`src/rv_decode_defs.svh`:
```
// --------------------
// RV32I decode stage shared constants
// widths, reset vector and instruction field positions
// --------------------

`ifndef RV_DECODE_DEFS_SVH
`define RV_DECODE_DEFS_SVH

// data path and address width
`define XLEN 32

// register file address width, 32 integer registers
`define REG_ADDR_W 5

// PC value loaded by reset
`define RESET_VECTOR 32'h0000_0000

// major opcode field inside the instruction word
`define OPC_LSB 0
`define OPC_MSB 6

`endif

```
`src/rv_decode_pkg.sv`:
```
// --------------------
// RV32I decode stage types
// opcodes and the control field encodings seen by execute
// --------------------

`include "rv_decode_defs.svh"

package rv_decode_pkg;

	// major opcodes of the RV32I base set
	typedef enum logic [`OPC_MSB-`OPC_LSB:0] {
		OPC_LOAD     = 7'b0000011,
		OPC_MISC_MEM = 7'b0001111,
		OPC_OP_IMM   = 7'b0010011,
		OPC_AUIPC    = 7'b0010111,
		OPC_STORE    = 7'b0100011,
		OPC_OP       = 7'b0110011,
		OPC_LUI      = 7'b0110111,
		OPC_BRANCH   = 7'b1100011,
		OPC_JALR     = 7'b1100111,
		OPC_JAL      = 7'b1101111,
		OPC_SYSTEM   = 7'b1110011
	} opcode_e;

	// ALU operations, RS2 passes operand B straight to the result
	typedef enum logic [3:0] {
		ALUOP_ADD, ALUOP_SUB, ALUOP_SLL, ALUOP_LT, ALUOP_LTU, ALUOP_XOR,
		ALUOP_SRL, ALUOP_SRA, ALUOP_OR, ALUOP_AND, ALUOP_RS2
	} alu_op_e;

	typedef enum logic [3:0] {
		MEMOP_NONE, MEMOP_LB, MEMOP_LH, MEMOP_LW, MEMOP_LBU, MEMOP_LHU,
		MEMOP_SB, MEMOP_SH, MEMOP_SW
	} mem_op_e;

	// branch taken when the ALU result matches the condition
	typedef enum logic [1:0] {
		BCOND_NEVER, BCOND_ALWAYS, BCOND_ZERO, BCOND_NZERO
	} bcond_e;

	typedef enum logic {
		ALUSRCA_RS1, ALUSRCA_PC
	} alusrc_a_e;

	typedef enum logic {
		ALUSRCB_RS2, ALUSRCB_IMM
	} alusrc_b_e;

	typedef enum logic [2:0] {
		EXCEPT_NONE, EXCEPT_INSTR_FAULT, EXCEPT_INSTR_ILLEGAL, EXCEPT_ECALL, EXCEPT_EBREAK
	} except_e;

endpackage

```
`src/rv_decode_gate.sv`:
```
// --------------------
// decode output gate
// nulls the raw decode of a starved, faulted or illegal
// instruction and raises the matching exception
// --------------------

`timescale 1ns/10ps
`include "rv_decode_defs.svh"

module rv_decode_gate (
	input  logic [`REG_ADDR_W-1:0]    rs1_i,
	input  logic [`REG_ADDR_W-1:0]    rs2_i,
	input  logic [`REG_ADDR_W-1:0]    rd_i,
	input  logic [`XLEN-1:0]          imm_i,
	input  rv_decode_pkg::alusrc_a_e  alusrc_a_i,
	input  rv_decode_pkg::alusrc_b_e  alusrc_b_i,
	input  rv_decode_pkg::alu_op_e    aluop_i,
	input  rv_decode_pkg::mem_op_e    memop_i,
	input  rv_decode_pkg::bcond_e     branchcond_i,
	input  logic [`XLEN-1:0]          addr_offs_i,
	input  logic                      addr_is_regoffs_i,
	input  rv_decode_pkg::except_e    except_i,
	input  logic                      illegal_i,
	input  logic                      starved_i,
	input  logic                      cir_err_i,
	output logic [`REG_ADDR_W-1:0]    rs1_o,
	output logic [`REG_ADDR_W-1:0]    rs2_o,
	output logic [`REG_ADDR_W-1:0]    rd_o,
	output logic [`XLEN-1:0]          imm_o,
	output rv_decode_pkg::alusrc_a_e  alusrc_a_o,
	output rv_decode_pkg::alusrc_b_e  alusrc_b_o,
	output rv_decode_pkg::alu_op_e    aluop_o,
	output rv_decode_pkg::mem_op_e    memop_o,
	output rv_decode_pkg::bcond_e     branchcond_o,
	output logic [`XLEN-1:0]          addr_offs_o,
	output logic                      addr_is_regoffs_o,
	output rv_decode_pkg::except_e    except_o
);
	import rv_decode_pkg::*;

	logic bus_fault;
	logic suppress;

	// a fetch error only counts when there is a word to blame it on
	assign bus_fault = cir_err_i && !starved_i;
	assign suppress  = bus_fault || starved_i || illegal_i;

	// operand fields are harmless and pass through unchanged
	assign imm_o       = imm_i;
	assign alusrc_a_o  = alusrc_a_i;
	assign alusrc_b_o  = alusrc_b_i;
	assign aluop_o     = aluop_i;
	assign addr_offs_o = addr_offs_i;

	always_comb begin
		rs1_o             = suppress ? '0 : rs1_i;
		rs2_o             = suppress ? '0 : rs2_i;
		rd_o              = suppress ? '0 : rd_i;
		memop_o           = suppress ? MEMOP_NONE : memop_i;
		branchcond_o      = suppress ? BCOND_NEVER : branchcond_i;
		// keeps the address bus quiet with rs1 forced to x0
		addr_is_regoffs_o = suppress ? 1'b1 : addr_is_regoffs_i;
		if (bus_fault)
			except_o = EXCEPT_INSTR_FAULT;
		else if (illegal_i && !starved_i)
			except_o = EXCEPT_INSTR_ILLEGAL;
		else if (suppress)
			except_o = EXCEPT_NONE;
		else
			except_o = except_i;
	end

endmodule

```
`src/rv_decode_stage.sv`:
```
// --------------------
// RV32I decode stage
// raw decoder, output gate and PC control
// --------------------

`timescale 1ns/10ps
`include "rv_decode_defs.svh"

module rv_decode_stage (
	input  logic                      clk,
	input  logic                      rst_n,
	input  logic [`XLEN-1:0]          cir_i,
	input  logic                      cir_vld_i,
	input  logic                      cir_err_i,
	input  logic                      x_stall_i,
	input  logic                      jump_now_i,
	input  logic [`XLEN-1:0]          jump_target_i,
	output logic                      cir_use_o,
	output logic                      starved_o,
	output logic [`XLEN-1:0]          pc_o,
	output logic [`REG_ADDR_W-1:0]    rs1_o,
	output logic [`REG_ADDR_W-1:0]    rs2_o,
	output logic [`REG_ADDR_W-1:0]    rd_o,
	output logic [`XLEN-1:0]          imm_o,
	output rv_decode_pkg::alusrc_a_e  alusrc_a_o,
	output rv_decode_pkg::alusrc_b_e  alusrc_b_o,
	output rv_decode_pkg::alu_op_e    aluop_o,
	output rv_decode_pkg::mem_op_e    memop_o,
	output rv_decode_pkg::bcond_e     branchcond_o,
	output logic [`XLEN-1:0]          addr_offs_o,
	output logic                      addr_is_regoffs_o,
	output rv_decode_pkg::except_e    except_o
);
	import rv_decode_pkg::*;

	// raw decode before gating
	logic [`REG_ADDR_W-1:0] raw_rs1;
	logic [`REG_ADDR_W-1:0] raw_rs2;
	logic [`REG_ADDR_W-1:0] raw_rd;
	logic [`XLEN-1:0]       raw_imm;
	alusrc_a_e              raw_alusrc_a;
	alusrc_b_e              raw_alusrc_b;
	alu_op_e                raw_aluop;
	mem_op_e                raw_memop;
	bcond_e                 raw_branchcond;
	logic [`XLEN-1:0]       raw_addr_offs;
	logic                   raw_addr_is_regoffs;
	except_e                raw_except;
	logic                   raw_illegal;

	rv_pc_ctrl pc_ctrl0 (
		.clk           (clk),
		.rst_n         (rst_n),
		.cir_vld_i     (cir_vld_i),
		.x_stall_i     (x_stall_i),
		.jump_now_i    (jump_now_i),
		.jump_target_i (jump_target_i),
		.starved_o     (starved_o),
		.cir_use_o     (cir_use_o),
		.pc_o          (pc_o)
	);

	rv_instr_decoder decoder0 (
		.instr_i           (cir_i),
		.rs1_o             (raw_rs1),
		.rs2_o             (raw_rs2),
		.rd_o              (raw_rd),
		.imm_o             (raw_imm),
		.alusrc_a_o        (raw_alusrc_a),
		.alusrc_b_o        (raw_alusrc_b),
		.aluop_o           (raw_aluop),
		.memop_o           (raw_memop),
		.branchcond_o      (raw_branchcond),
		.addr_offs_o       (raw_addr_offs),
		.addr_is_regoffs_o (raw_addr_is_regoffs),
		.except_o          (raw_except),
		.illegal_o         (raw_illegal)
	);

	rv_decode_gate gate0 (
		.rs1_i             (raw_rs1),
		.rs2_i             (raw_rs2),
		.rd_i              (raw_rd),
		.imm_i             (raw_imm),
		.alusrc_a_i        (raw_alusrc_a),
		.alusrc_b_i        (raw_alusrc_b),
		.aluop_i           (raw_aluop),
		.memop_i           (raw_memop),
		.branchcond_i      (raw_branchcond),
		.addr_offs_i       (raw_addr_offs),
		.addr_is_regoffs_i (raw_addr_is_regoffs),
		.except_i          (raw_except),
		.illegal_i         (raw_illegal),
		.starved_i         (starved_o),
		.cir_err_i         (cir_err_i),
		.rs1_o             (rs1_o),
		.rs2_o             (rs2_o),
		.rd_o              (rd_o),
		.imm_o             (imm_o),
		.alusrc_a_o        (alusrc_a_o),
		.alusrc_b_o        (alusrc_b_o),
		.aluop_o           (aluop_o),
		.memop_o           (memop_o),
		.branchcond_o      (branchcond_o),
		.addr_offs_o       (addr_offs_o),
		.addr_is_regoffs_o (addr_is_regoffs_o),
		.except_o          (except_o)
	);

endmodule

```
`src/rv_instr_decoder.sv`:
```
// --------------------
// RV32I instruction decoder
// turns one instruction word into raw control fields,
// immediates and an illegal flag, with no gating applied
// --------------------

`timescale 1ns/10ps
`include "rv_decode_defs.svh"

module rv_instr_decoder (
	input  logic [`XLEN-1:0]          instr_i,
	output logic [`REG_ADDR_W-1:0]    rs1_o,
	output logic [`REG_ADDR_W-1:0]    rs2_o,
	output logic [`REG_ADDR_W-1:0]    rd_o,
	output logic [`XLEN-1:0]          imm_o,
	output rv_decode_pkg::alusrc_a_e  alusrc_a_o,
	output rv_decode_pkg::alusrc_b_e  alusrc_b_o,
	output rv_decode_pkg::alu_op_e    aluop_o,
	output rv_decode_pkg::mem_op_e    memop_o,
	output rv_decode_pkg::bcond_e     branchcond_o,
	output logic [`XLEN-1:0]          addr_offs_o,
	output logic                      addr_is_regoffs_o,
	output rv_decode_pkg::except_e    except_o,
	output logic                      illegal_o
);
	import rv_decode_pkg::*;

	logic [2:0]       funct3;
	logic [6:0]       funct7;
	logic [`XLEN-1:0] imm_i;
	logic [`XLEN-1:0] imm_s;
	logic [`XLEN-1:0] imm_b;
	logic [`XLEN-1:0] imm_u;
	logic [`XLEN-1:0] imm_j;
	opcode_e          opcode;

	// shared by OP and OP-IMM, alt selects SUB and SRA
	function automatic alu_op_e alu_decode(input logic [2:0] f3, input logic alt);
		case (f3)
		3'b000: alu_decode = alt ? ALUOP_SUB : ALUOP_ADD;
		3'b001: alu_decode = ALUOP_SLL;
		3'b010: alu_decode = ALUOP_LT;
		3'b011: alu_decode = ALUOP_LTU;
		3'b100: alu_decode = ALUOP_XOR;
		3'b101: alu_decode = alt ? ALUOP_SRA : ALUOP_SRL;
		3'b110: alu_decode = ALUOP_OR;
		default: alu_decode = ALUOP_AND;
		endcase
	endfunction

	assign funct3 = instr_i[14:12];
	assign funct7 = instr_i[31:25];
	assign opcode = opcode_e'(instr_i[`OPC_MSB:`OPC_LSB]);

	// --------------------
	// immediate formats

	assign imm_i = {{21{instr_i[31]}}, instr_i[30:20]};
	assign imm_s = {{21{instr_i[31]}}, instr_i[30:25], instr_i[11:7]};
	assign imm_b = {{20{instr_i[31]}}, instr_i[7], instr_i[30:25], instr_i[11:8], 1'b0};
	assign imm_u = {instr_i[31:12], 12'h000};
	assign imm_j = {{12{instr_i[31]}}, instr_i[19:12], instr_i[20], instr_i[30:21], 1'b0};

	// --------------------
	// control decode

	always_comb begin
		rs1_o             = instr_i[19:15];
		rs2_o             = instr_i[24:20];
		rd_o              = instr_i[11:7];
		imm_o             = imm_i;
		alusrc_a_o        = ALUSRCA_RS1;
		alusrc_b_o        = ALUSRCB_RS2;
		aluop_o           = ALUOP_ADD;
		memop_o           = MEMOP_NONE;
		branchcond_o      = BCOND_NEVER;
		addr_offs_o       = '0;
		addr_is_regoffs_o = 1'b0;
		except_o          = EXCEPT_NONE;
		illegal_o         = 1'b0;

		case (opcode)
		OPC_LOAD: begin
			rs2_o             = '0;
			addr_offs_o       = imm_i;
			addr_is_regoffs_o = 1'b1;
			case (funct3)
			3'b000: memop_o = MEMOP_LB;
			3'b001: memop_o = MEMOP_LH;
			3'b010: memop_o = MEMOP_LW;
			3'b100: memop_o = MEMOP_LBU;
			3'b101: memop_o = MEMOP_LHU;
			default: illegal_o = 1'b1;
			endcase
		end
		OPC_STORE: begin
			// store data rides through the ALU as operand B
			rd_o              = '0;
			aluop_o           = ALUOP_RS2;
			addr_offs_o       = imm_s;
			addr_is_regoffs_o = 1'b1;
			case (funct3)
			3'b000: memop_o = MEMOP_SB;
			3'b001: memop_o = MEMOP_SH;
			3'b010: memop_o = MEMOP_SW;
			default: illegal_o = 1'b1;
			endcase
		end
		OPC_BRANCH: begin
			rd_o         = '0;
			addr_offs_o  = imm_b;
			aluop_o      = funct3[2] ? (funct3[1] ? ALUOP_LTU : ALUOP_LT) : ALUOP_SUB;
			branchcond_o = funct3[0] ? BCOND_ZERO : BCOND_NZERO;
			// BEQ and BNE compare by subtraction, so the sense is reversed
			if (!funct3[2])
				branchcond_o = funct3[0] ? BCOND_NZERO : BCOND_ZERO;
			illegal_o = funct3[2:1] == 2'b01;
		end
		OPC_JAL, OPC_JALR: begin
			// ALU produces the link address PC + 4
			rs2_o        = '0;
			imm_o        = `XLEN'd4;
			alusrc_a_o   = ALUSRCA_PC;
			alusrc_b_o   = ALUSRCB_IMM;
			branchcond_o = BCOND_ALWAYS;
			if (opcode == OPC_JAL) begin
				rs1_o       = '0;
				addr_offs_o = imm_j;
			end else begin
				addr_offs_o       = imm_i;
				addr_is_regoffs_o = 1'b1;
				illegal_o         = funct3 != 3'b000;
			end
		end
		OPC_LUI, OPC_AUIPC: begin
			rs1_o      = '0;
			rs2_o      = '0;
			imm_o      = imm_u;
			alusrc_b_o = ALUSRCB_IMM;
			aluop_o    = opcode == OPC_LUI ? ALUOP_RS2 : ALUOP_ADD;
			alusrc_a_o = opcode == OPC_LUI ? ALUSRCA_RS1 : ALUSRCA_PC;
		end
		OPC_OP_IMM: begin
			rs2_o      = '0;
			alusrc_b_o = ALUSRCB_IMM;
			aluop_o    = alu_decode(funct3, funct3 == 3'b101 && funct7[5]);
			illegal_o  = (funct3 == 3'b001 && funct7 != 7'b0000000) ||
				(funct3 == 3'b101 && funct7 != 7'b0000000 && funct7 != 7'b0100000);
		end
		OPC_OP: begin
			aluop_o   = alu_decode(funct3, funct7[5]);
			illegal_o = !(funct7 == 7'b0000000 ||
				(funct7 == 7'b0100000 && (funct3 == 3'b000 || funct3 == 3'b101)));
		end
		OPC_MISC_MEM: begin
			// FENCE has no effect on an in-order core with one bus
			rs1_o     = '0;
			rs2_o     = '0;
			rd_o      = '0;
			illegal_o = funct3 != 3'b000;
		end
		OPC_SYSTEM: begin
			rs1_o = '0;
			rs2_o = '0;
			rd_o  = '0;
			if (instr_i == 32'h0000_0073)
				except_o = EXCEPT_ECALL;
			else if (instr_i == 32'h0010_0073)
				except_o = EXCEPT_EBREAK;
			else
				illegal_o = 1'b1;
		end
		default: begin
			illegal_o = 1'b1;
		end
		endcase
	end

endmodule

```
`src/rv_pc_ctrl.sv`:
```
// --------------------
// decode PC control
// holds the PC of the current instruction, detects an empty
// instruction buffer and tells fetch when a word is consumed
// --------------------

`timescale 1ns/10ps
`include "rv_decode_defs.svh"

module rv_pc_ctrl (
	input  logic             clk,
	input  logic             rst_n,
	input  logic             cir_vld_i,
	input  logic             x_stall_i,
	input  logic             jump_now_i,
	input  logic [`XLEN-1:0] jump_target_i,
	output logic             starved_o,
	output logic             cir_use_o,
	output logic [`XLEN-1:0] pc_o
);

	logic [`XLEN-1:0] pc_q;
	logic [`XLEN-1:0] pc_seq;

	// --------------------
	// buffer handshake

	// nothing to decode when fetch has no valid word
	assign starved_o = !cir_vld_i;

	// the word is consumed only when execute can take it
	assign cir_use_o = !starved_o && !x_stall_i;

	// --------------------
	// PC register

	assign pc_seq = pc_q + `XLEN'd4;

	// a redirect from execute overrides sequential advance,
	// including while decode is stalled
	always_ff @(posedge clk or negedge rst_n) begin
		if (!rst_n) begin
			pc_q <= `RESET_VECTOR;
		end else if (jump_now_i) begin
			pc_q <= jump_target_i;
		end else if (cir_use_o) begin
			pc_q <= pc_seq;
		end
	end

	assign pc_o = pc_q;

endmodule

```
`config.mk`:
```
export PLATFORM = sky130hd
export DESIGN_NAME = rv_decode_stage
export DESIGN_NICKNAME = d
export VERILOG_FILES = /design/src/rv_decode_pkg.sv /design/src/rv_decode_gate.sv /design/src/rv_decode_stage.sv /design/src/rv_instr_decoder.sv /design/src/rv_pc_ctrl.sv
export VERILOG_INCLUDE_DIRS = /design/src
export SDC_FILE = /design/constraint.sdc
export NUM_CORES = 1
export LEC_CHECK = 0
export BUFFER_PORTS_ARGS = -buffer_cell sky130_fd_sc_hd__buf_4
export CAP_MARGIN = 5
export CORE_AREA = 2 2 87 123
export DETAILED_ROUTE_END_ITERATION = 8
export DIE_AREA = 0 0 89 125
export PLACE_DENSITY = 0.68
export REMOVE_ABC_BUFFERS = 1
export SYNTH_ARGS = -nofsm -noshare
export SYNTH_HDL_FRONTEND = slang
export SYNTH_HIERARCHICAL = 1
export SYNTH_SLANG_ARGS = --single-unit
export TNS_END_PERCENT = 10
```
`constraint.sdc`:
```
create_clock -name clk -period 3.1 [get_ports clk]
set_input_delay 0.62 -clock clk [delete_from_list [all_inputs] [get_ports clk]]
set_output_delay 0.62 -clock clk [all_outputs]
set_load 0.02 [all_outputs]
```
==> results of run 1 <==
==> through the flow <==
step | setup TNS (ps) | area [sq um]
5_1_grt | -3996 | 5898
6_report | -2295 | 5898
2_1_floorplan | -6385 | 3164
3_5_place_dp | -7216 | 5394
3_3_place_gp | -5089 | 5394
4_1_cts | -4410 | 5849
==> placed cells by master, fill, tap and decap left out, types with 18 or more instances in the layout <==
cell type	n
a21o_1	28
and2_1	21
and2_4	20
buf_4	228
buf_6	43
dfrtp_1	32
nand2_1	44
nand3_1	18
nor2_1	25
nor2b_1	27
o21ai_0	21
==> worst min-delay path by stage <==
| stage | to | slack, ps | cells past startpoint |
|---|---|---|---|
| floorplan | pc_ctrl0/pc_o[0] | 320 | 0 |
| global placement | pc_ctrl0/pc_o[0] | 490 | 1 |
| detailed placement | pc_ctrl0/pc_o[1] | 500 | 1 |
| CTS | pc_ctrl0/pc_o[29] | 290 | 1 |
| global route | pc_ctrl0/pc_o[30] | 300 | 1 |
| finish | pc_ctrl0/pc_o[30] | 280 | 1 |
==> logic make-up after synthesis <==
kind of cell / after synthesis / synth area share [%]
flip-flops: 32 / 20.32
buffers and inverters: 126 / 20.55
AO/OA/AOI/OAI: 113 / 19.78
XOR/XNOR: 14 / 3.112
multiplexers: 3 / 0.8256
AND/OR/NAND/NOR: 242 / 35.09
adder cells (fa/ha/maj): 1 / 0.3175
==> power groups by stage <==
stage | Clock (uW) | Sequential [uW] | Combinational [uW]
5_1_grt | 591 | 521 | 675
4_1_cts | 574 | 514 | 623
3_3_place_gp | 0 | 518 | 597
2_1_floorplan | 0 | 556 | 209
3_5_place_dp | 0 | 521 | 604
6_report | 565 | 515 | 635
==> area by class of cell <==
type	count	share of cell area (%)
clock buffer	5	2.121
clock inverter	3	0.7213
inverter	9	0.5728
multi-input combinational	373	42.17
sequential	32	13.58
tap	138	2.927
timing repair buffer	273	37.91
==> routing by layer <==
metal / GRT usage, % / share of wire (%) / wire [um]
met5: 0 / 0 / 0
met4: 11.41 / 5.0 / 726
met3: 4.620 / 8.9 / 1274
met2: 44.56 / 52 / 7505
met1: 26.00 / 34 / 4886
==> what timing repair did <==
item / 4_1_cts / 5_1_grt
gates resized for setup: 66 / 22
setup buffers: 4 / 0
endpoints found under the setup margin: 25 / 25
cloned: 2 / 0
endpoints found under the hold margin: 0 / 0
pin swaps: 21 / 15
==> flow_metrics.env, run 1 <==
export IMPL_status="finished with violations"
export IMPL_failed_checks="setup timing"
export IMPL_dp_cells=821
export IMPL_power_uw=1715
export IMPL_path_max_fanout=5
export IMPL_routed_via_density=5.502
export IMPL_slew_viol_final=0
export IMPL_ant_nets=0
export IMPL_worst_path_max_delay_cell="or3_4"
export IMPL_clk_pin_slew_worst_paths_ps=60
export IMPL_setup_ws_ps=-124.7
export IMPL_crit_buf_inv=4
export IMPL_grt_pass1_vias=4407
export IMPL_largest_reg_flops=32
export IMPL_worstSetupEndpoint="rd_o[3]"
export IMPL_place_congestion=0.9469
export IMPL_instances_no_fill=833
export IMPL_finalWorstPathRequiredPeriod_ps=3225
export IMPL_fin_skew_ps=4.428
export IMPL_start_util_pct=38.90
export IMPL_worstReg2RegStart="pc_ctrl0/pc_o[12]"
export IMPL_grt_pass1_wl_mm=21.57
export IMPL_r2r_slack_ps=860
export IMPL_ys_async_sr_fraction_pct=100.0
export IMPL_ys_seq_area_share_pct=20.32
export IMPL_avgSynthCellArea_sq_um=7.420
export IMPL_fp_coreArea_sq_mm=0.01013
export IMPL_finalWirelength_mm=14.39
export IMPL_critical_path_startpoint="cir_i[6]"
export IMPL_die_w_um=89
export IMPL_cts_buffers=5
export IMPL_nNetsFinal=765
export IMPL_fin_util_pct=58.23
export IMPL_cts_hold_buf=0
export IMPL_synth_cell_area_sq_mm=0.003940
export IMPL_first_pass_iters=5
export IMPL_drv_cap=0
export IMPL_portBuffers=198
export IMPL_clk_latency_ps=280
export IMPL_vias=4583
export IMPL_worst_endpoint_arrival_ps=2600
export IMPL_worstSetupPathType="in2out"
export IMPL_path_common_cell="buf_6"
export IMPL_crit_chain="buf_4 > or3b_4 > a21boi_2 > o221ai_1 > or3_4 > nor3_4 > buf_6 > buf_6 > and2_1 > buf_6"
export IMPL_synth_top_area_share_pct=20.32
export IMPL_fin_crit_sh_pct=104.0
export IMPL_grt_start_max_net_pins=47
export IMPL_synth_cells=531
export IMPL_rows=44
export IMPL_p_comb_share_pct=37.0
export IMPL_vdd_drop_max_v=0.0002590
export IMPL_drt_iter0_markers=183
export IMPL_leakagePower_uw=0.002882
export IMPL_cts_root_buf="clkbuf_16"
export IMPL_cpPeakStageDelay_ps=440
export IMPL_wl_per_cell_um=17.28
export IMPL_drcViolationCount=0
export IMPL_worstMarginPinSlew_ps=739.5
export IMPL_overflow=0
export IMPL_rsz0062_at_grt="true"
export IMPL_area_growth_pct=49.70
export IMPL_yosys_warnings=6
export IMPL_multi_input_area_sq_mm=0.002487
export IMPL_power_internal_uw=1137
export IMPL_dieArea_sq_mm=0.01113
export IMPL_pre_cts_ws_ps=-317.9
export IMPL_synthTopCellsByCount="buf_4 (82), nand2_1 (45), and2_1 (41)"
export IMPL_layout_drive_gt1_share_pct=47.63
export IMPL_cts_sinks=32
export IMPL_switchingPower_uw=578.2
export IMPL_crit_path_end_kind="primary output"
export IMPL_swShare_pct=33.72
export IMPL_start_kind="input port"
export IMPL_synth_top_cells_by_area="dfrtp_1 (20%), buf_4 (16%), and2_1 (6.5%)"
export IMPL_hold_viol=0
export IMPL_io_pins=199
export IMPL_n_antenna_cell=0
export IMPL_synth_distinct_cells=65
export IMPL_fmax_ghz=0.3101
export IMPL_max_clock_path_buffers=2
export IMPL_cp_num_cells=10
export IMPL_holdWs_ps=276.2
export IMPL_powerDensity_mw_per_mm2=290.7
export IMPL_grt_usage_pct=24.40
export IMPL_die_y_um=125
export IMPL_ys_ff_latch=32
export IMPL_clkPwrFrac_pct=32.9
export IMPL_grt_antenna_before_repair=0
export IMPL_htreeDepth=2
export IMPL_relSlewSlack_pct=50.25
export IMPL_critPathRequiredTime_ps=2480
export IMPL_setup_viol=23
export IMPL_synth_top_cell_by_area="dfrtp_1"
export IMPL_cp_top_family="simple AND/OR/NAND/NOR gates"
export IMPL_dp_hpwl_mm=11.16
export IMPL_pwr_share_seq_pct=30.0
export IMPL_cts_tree="done"
export IMPL_hold_class="in2async"
export IMPL_synth_edf_count=0
export IMPL_synthFlopType="dfrtp_1"
export IMPL_r2r_worst_path_cells=4
export IMPL_yosysMostFrequentCell="buf_4"
export IMPL_regArea_sq_um=800.8
export IMPL_r2r_end="pc_ctrl0/pc_o[30]"
export IMPL_fillers=942
(Power assumes the default switching activity.)
==> inputs of run 2 (changes only) <==
--- a/config.mk
+++ b/config.mk
@@ -9,6 +9,7 @@
 export BUFFER_PORTS_ARGS = -buffer_cell sky130_fd_sc_hd__buf_4
 export CAP_MARGIN = 5
 export CORE_AREA = 2 2 87 123
+export CTS_BUF_LIST = sky130_fd_sc_hd__clkbuf_2
 export DETAILED_ROUTE_END_ITERATION = 8
 export DIE_AREA = 0 0 89 125
 export PLACE_DENSITY = 0.68
==> run 2 against run 1 <==
  * The run still ends with setup timing left
  * Power down 16%
  * Die area did not move
  * Worst hold slack worse by 160 ps
  * Clock skew rose by 18 ps
  * Final cell count is the same
  * Combinational power about the same
  * Via count shrank 0.24%
  * Utilization shrank 0.99 points
  * Global-route usage barely moved
  * Critical path depth stayed put
  * Wire length decreased by 0.43%
  * Critical path type unchanged
  * Largest cell class unchanged
  * Highest routed layer unchanged
==> flow_metrics.env, run 2 (same netlist as run 1, synthesis figures left out) <==
export IMPL_vdd_drop_max_v=0.0001683
export IMPL_critPathRequiredTime_ps=2480
export IMPL_io_pins=199
export IMPL_routed_via_density=5.489
export IMPL_cts_root_buf="clkbuf_2"
export IMPL_setup_ws_ps=-135.2
export IMPL_powerDensity_mw_per_mm2=249.0
export IMPL_largest_reg_flops=32
export IMPL_overflow=0
export IMPL_nNetsFinal=765
export IMPL_grt_usage_pct=24.40
export IMPL_fp_coreArea_sq_mm=0.01013
export IMPL_vias=4572
export IMPL_finalWorstPathRequiredPeriod_ps=3235
export IMPL_cts_tree="done"
export IMPL_r2r_slack_ps=860
export IMPL_status="finished with violations"
export IMPL_grt_pass1_vias=4426
export IMPL_first_pass_iters=4
export IMPL_htreeDepth=2
export IMPL_dieArea_sq_mm=0.01113
export IMPL_relSlewSlack_pct=56.14
export IMPL_die_w_um=89
export IMPL_start_util_pct=38.90
export IMPL_r2r_worst_path_cells=4
export IMPL_drt_iter0_markers=191
export IMPL_finalWirelength_mm=14.33
export IMPL_rsz0062_at_grt="true"
export IMPL_fin_util_pct=57.24
export IMPL_grt_antenna_before_repair=0
export IMPL_hold_viol=0
export IMPL_r2r_end="pc_ctrl0/pc_o[30]"
export IMPL_layout_drive_gt1_share_pct=47.63
export IMPL_cts_hold_buf=0
export IMPL_clk_pin_slew_worst_paths_ps=200
export IMPL_crit_path_end_kind="primary output"
export IMPL_portBuffers=198
export IMPL_start_kind="input port"
export IMPL_max_clock_path_buffers=2
export IMPL_place_congestion=0.9469
export IMPL_drv_cap=0
export IMPL_most_common_layout_cells="buf_4 (228), nand2_1 (44), buf_6 (43)"
export IMPL_cts_sinks=32
export IMPL_rows=44
export IMPL_leakagePower_uw=0.002841
export IMPL_die_y_um=125
export IMPL_wl_per_cell_um=17.20
export IMPL_final_area_sq_mm=0.005798
export IMPL_grt_start_max_net_pins=47
export IMPL_placed_area_sq_mm=0.005394
export IMPL_fin_skew_ps=22.06
export IMPL_slew_viol_final=0
export IMPL_clk_latency_ps=400
export IMPL_area_growth_pct=47.16
export IMPL_cts_buffers=5
export IMPL_ant_nets=0
export IMPL_worstMarginPinSlew_ps=651.9
export IMPL_fin_crit_sh_pct=104.4
export IMPL_worstSetupPathType="in2out"
export IMPL_worst_endpoint_arrival_ps=2620
export IMPL_path_max_fanout=5
export IMPL_pre_cts_ws_ps=-317.9
export IMPL_failed_checks="setup timing"
export IMPL_worstReg2RegStart="pc_ctrl0/pc_o[12]"
export IMPL_n_antenna_cell=0
export IMPL_setup_tns_ps=-2516
export IMPL_drcViolationCount=0
export IMPL_hold_class="in2async"
export IMPL_fmax_ghz=0.3091
export IMPL_dp_hpwl_mm=11.16
export IMPL_grt_pass1_wl_mm=21.60
export IMPL_setup_viol=23
export IMPL_final_common_cell="buf_4"
[run 2: layer usage]
layer | global-route usage (%) | routed length, um
met5 | 0 | 0
met3 | 5.413 | 1312
met4 | 12.03 | 684
met2 | 44.38 | 7473
met1 | 25.41 | 4860
[run 2: where the power goes]
group	switching (uW)	internal [uW]
sequential	57.3	457
clock	162	135
combinational	331	302
[run 2: critical path, stage by stage]
cell      delay (ps)
buf_4            120
or3b_4           400
a21boi_2         170
o221ai_1         150
or3_4            440
nor3_4           220
buf_6            150
buf_6            100
and2_1           130
buf_6            110
[run 2: area by class of cell]
type                       instances  area [sq um]
multi-input combinational        373          2487
inverter                           9         33.78
tap                              138         172.7
clock buffer                       5         25.02
fill                             957          4332
clock inverter                     3         42.54
timing repair buffer             273          2236
sequential                        32         800.8
[run 2: worst max path at each step]
stage | startpoint | end | slack [ps] | depth (start not counted)
2_1_floorplan | cir_i[3] | addr_offs_o[20] | -530 | 4
3_3_place_gp | cir_i[6] | rs2_o[3] | -220 | 9
3_5_place_dp | cir_i[6] | rd_o[1] | -320 | 9
4_1_cts | cir_i[13] | memop_o[2] | -220 | 13
5_1_grt | cir_i[12] | rs1_o[2] | -190 | 12
6_report | cir_i[6] | rd_o[3] | -140 | 10
[run 2: per-stage QoR]
stage	total power (uW)	hold slack (ps)	cells
2_1_floorplan	764.7	324.4	414
3_3_place_gp	1115	494.2	821
3_5_place_dp	1125	499.0	821
4_1_cts	1444	111.2	835
5_1_grt	1515	97.54	833
6_report	1443	120.6	833
[run 2: timing repair]
action	in CTS	in global routing
buffers inserted	4	0
endpoints found under the setup margin	25	25
pin swaps	21	15
resized for setup	66	22
cloned	2	0
==> inputs of run 3 (changes only) <==
--- a/config.mk
+++ b/config.mk
@@ -12,6 +12,7 @@
 export CTS_BUF_LIST = sky130_fd_sc_hd__clkbuf_2
 export DETAILED_ROUTE_END_ITERATION = 8
 export DIE_AREA = 0 0 89 125
+export MAX_ROUTING_LAYER = met4
 export PLACE_DENSITY = 0.68
 export REMOVE_ABC_BUFFERS = 1
 export SYNTH_ARGS = -nofsm -noshare
==> run 3 against run 2 <==
  * The run still ends with setup timing left
  * Register-to-register slack about the same
  * Worst setup slack gained 6.6 ps
  * Wire length is 0.16% lower
  * Worst hold slack got worse by 18 ps
  * Critical path depth rose by 1
  * Highest routed layer unchanged
==> flow_metrics.env, run 3 (same netlist as run 1, synthesis figures left out) <==
export IMPL_hold_class="in2async"
export IMPL_n_antenna_cell=0
export IMPL_start_kind="input port"
export IMPL_vias=4581
export IMPL_grt_pass1_vias=4498
export IMPL_p_comb_share_pct=43.4
export IMPL_leakagePower_uw=0.002829
export IMPL_powerDensity_mw_per_mm2=251.0
export IMPL_overflow=0
export IMPL_clk_latency_ps=410
export IMPL_multi_input_area_sq_mm=0.002432
export IMPL_htreeDepth=2
export IMPL_grt_usage_pct=25.02
export IMPL_dp_cells=823
export IMPL_ant_nets=0
export IMPL_relSlewSlack_pct=53.85
export IMPL_die_y_um=125
export IMPL_portBuffers=198
export IMPL_swShare_pct=38.19
export IMPL_setup_ws_ps=-128.6
export IMPL_instances_no_fill=836
export IMPL_cts_sinks=32
export IMPL_fillers=986
export IMPL_drcViolationCount=0
export IMPL_place_congestion=0.9143
export IMPL_dieArea_sq_mm=0.01113
export IMPL_critPathRequiredTime_ps=2480
export IMPL_failed_checks="setup timing"
export IMPL_max_clock_path_buffers=2
export IMPL_grt_antenna_before_repair=0
export IMPL_worstMarginPinSlew_ps=686.0
export IMPL_fin_crit_sh_pct=104.1
export IMPL_regArea_sq_um=800.8
export IMPL_die_w_um=89
export IMPL_clk_pin_slew_worst_paths_ps=200
export IMPL_area_growth_pct=45.41
export IMPL_worst_endpoint_arrival_ps=2610
export IMPL_wl_per_cell_um=17.11
export IMPL_fp_coreArea_sq_mm=0.01013
export IMPL_first_pass_iters=5
export IMPL_routed_via_density=5.480
export IMPL_clkPwrFrac_pct=20.9
export IMPL_finalWirelength_mm=14.31
export IMPL_cts_hold_buf=0
export IMPL_pwr_share_seq_pct=35.7
export IMPL_vdd_drop_max_v=0.0001325
export IMPL_grt_pass1_wl_mm=21.69
export IMPL_final_common_cell="buf_4"
export IMPL_fin_skew_ps=25.26
export IMPL_drt_iter0_markers=244
export IMPL_crit_path_end_kind="primary output"
export IMPL_r2r_worst_path_cells=4
export IMPL_power_internal_uw=889.0
export IMPL_r2r_slack_ps=860
export IMPL_hold_viol=0
export IMPL_fmax_ghz=0.3097
export IMPL_worstReg2RegStart="pc_ctrl0/pc_o[12]"
export IMPL_cts_root_buf="clkbuf_2"
export IMPL_start_util_pct=38.90
export IMPL_slew_viol_final=0
export IMPL_drv_cap=0
export IMPL_pre_cts_ws_ps=-252.3
export IMPL_io_pins=199
export IMPL_dp_hpwl_mm=11.25
export IMPL_cts_tree="done"
export IMPL_setup_viol=24
export IMPL_rsz0062_at_grt="true"
export IMPL_worstSetupPathType="in2out"
export IMPL_r2r_end="pc_ctrl0/pc_o[30]"
export IMPL_status="finished with violations"
export IMPL_path_max_fanout=7
export IMPL_switchingPower_uw=549.3
export IMPL_finalWorstPathRequiredPeriod_ps=3229
export IMPL_nNetsFinal=768
export IMPL_grt_start_max_net_pins=47
export IMPL_cts_buffers=5
export IMPL_most_common_layout_cells="buf_4 (243), nand2_1 (43), dfrtp_1 (32)"
export IMPL_rows=44
export IMPL_holdWs_ps=102.5
export IMPL_largest_reg_flops=32
export IMPL_layout_drive_gt1_share_pct=46.70
==> run 3: changes by cell type in the layout (fill, tap and decap cells not counted), sizes merged <==
cell / delta
buf: +3
==> run 3: power by group through the flow <==
stage / logic (uW) / clock network [uW] / registers (uW)
after global placement: 600 / 0 / 518
after CTS: 619 / 308 / 513
final: 624 / 301 / 514
after floorplan: 209 / 0 / 556
after global routing: 667 / 322 / 522
after detailed placement: 605 / 0 / 521
==> run 3: worst max path at each step <==
stage                    from         endpoint  cells past startpoint
floorplan            cir_i[3]  addr_offs_o[20]                      4
global placement     cir_i[6]         rs1_o[4]                      9
detailed placement   cir_i[6]          rd_o[3]                      9
CTS                 cir_i[14]          rd_o[4]                     13
global route        cir_i[14]         rs1_o[3]                     13
finish              cir_i[31]          rd_o[4]                     11
==> run 3: repair_timing <==
| action | in CTS | in global routing |
|---|---|---|
| cloned | 1 | 1 |
| buffers inserted | 4 | 0 |
| gates resized for setup | 40 | 24 |
| pin swaps | 9 | 17 |
| hold endpoints to repair | 0 | 0 |
| endpoints found under the setup margin | 25 | 25 |
==> run 3: metrics by stage <==
step,power (uW),util (%),area (sq um),setup TNS (ps)
finish,1438,56.56,5729,-2167
global route,1511,56.56,5729,-5119
CTS,1440,56.06,5679,-4398
detailed placement,1126,53.40,5409,-5545
global placement,1119,53.40,5409,-5185
floorplan,764.7,-,3164,-6385
==> run 3: critical path, stage by stage <==
cell,delay [ps]
buf_4,120
nor4_4,260
nand2_2,120
nor3_2,210
o221ai_1,150
or3_4,430
nor3_4,160
buf_6,150
buf_12,120
and2_4,140
buf_6,110
==> run 3: per-layer routing <==
layer	part of all wire, %	global-route usage (%)
met5	0	-
met3	8.5	3.168
met1	36	26.74
met2	51	44.34
met4	4.8	11.76
==> run 3: final cells by class <==
type / instances / area share [%]
inverter: 9 / 0.5896
sequential: 32 / 13.98
multi-input combinational: 373 / 42.45
clock buffer: 5 / 0.4368
timing repair buffer: 276 / 38.79
tap: 138 / 3.014
clock inverter: 3 / 0.7425
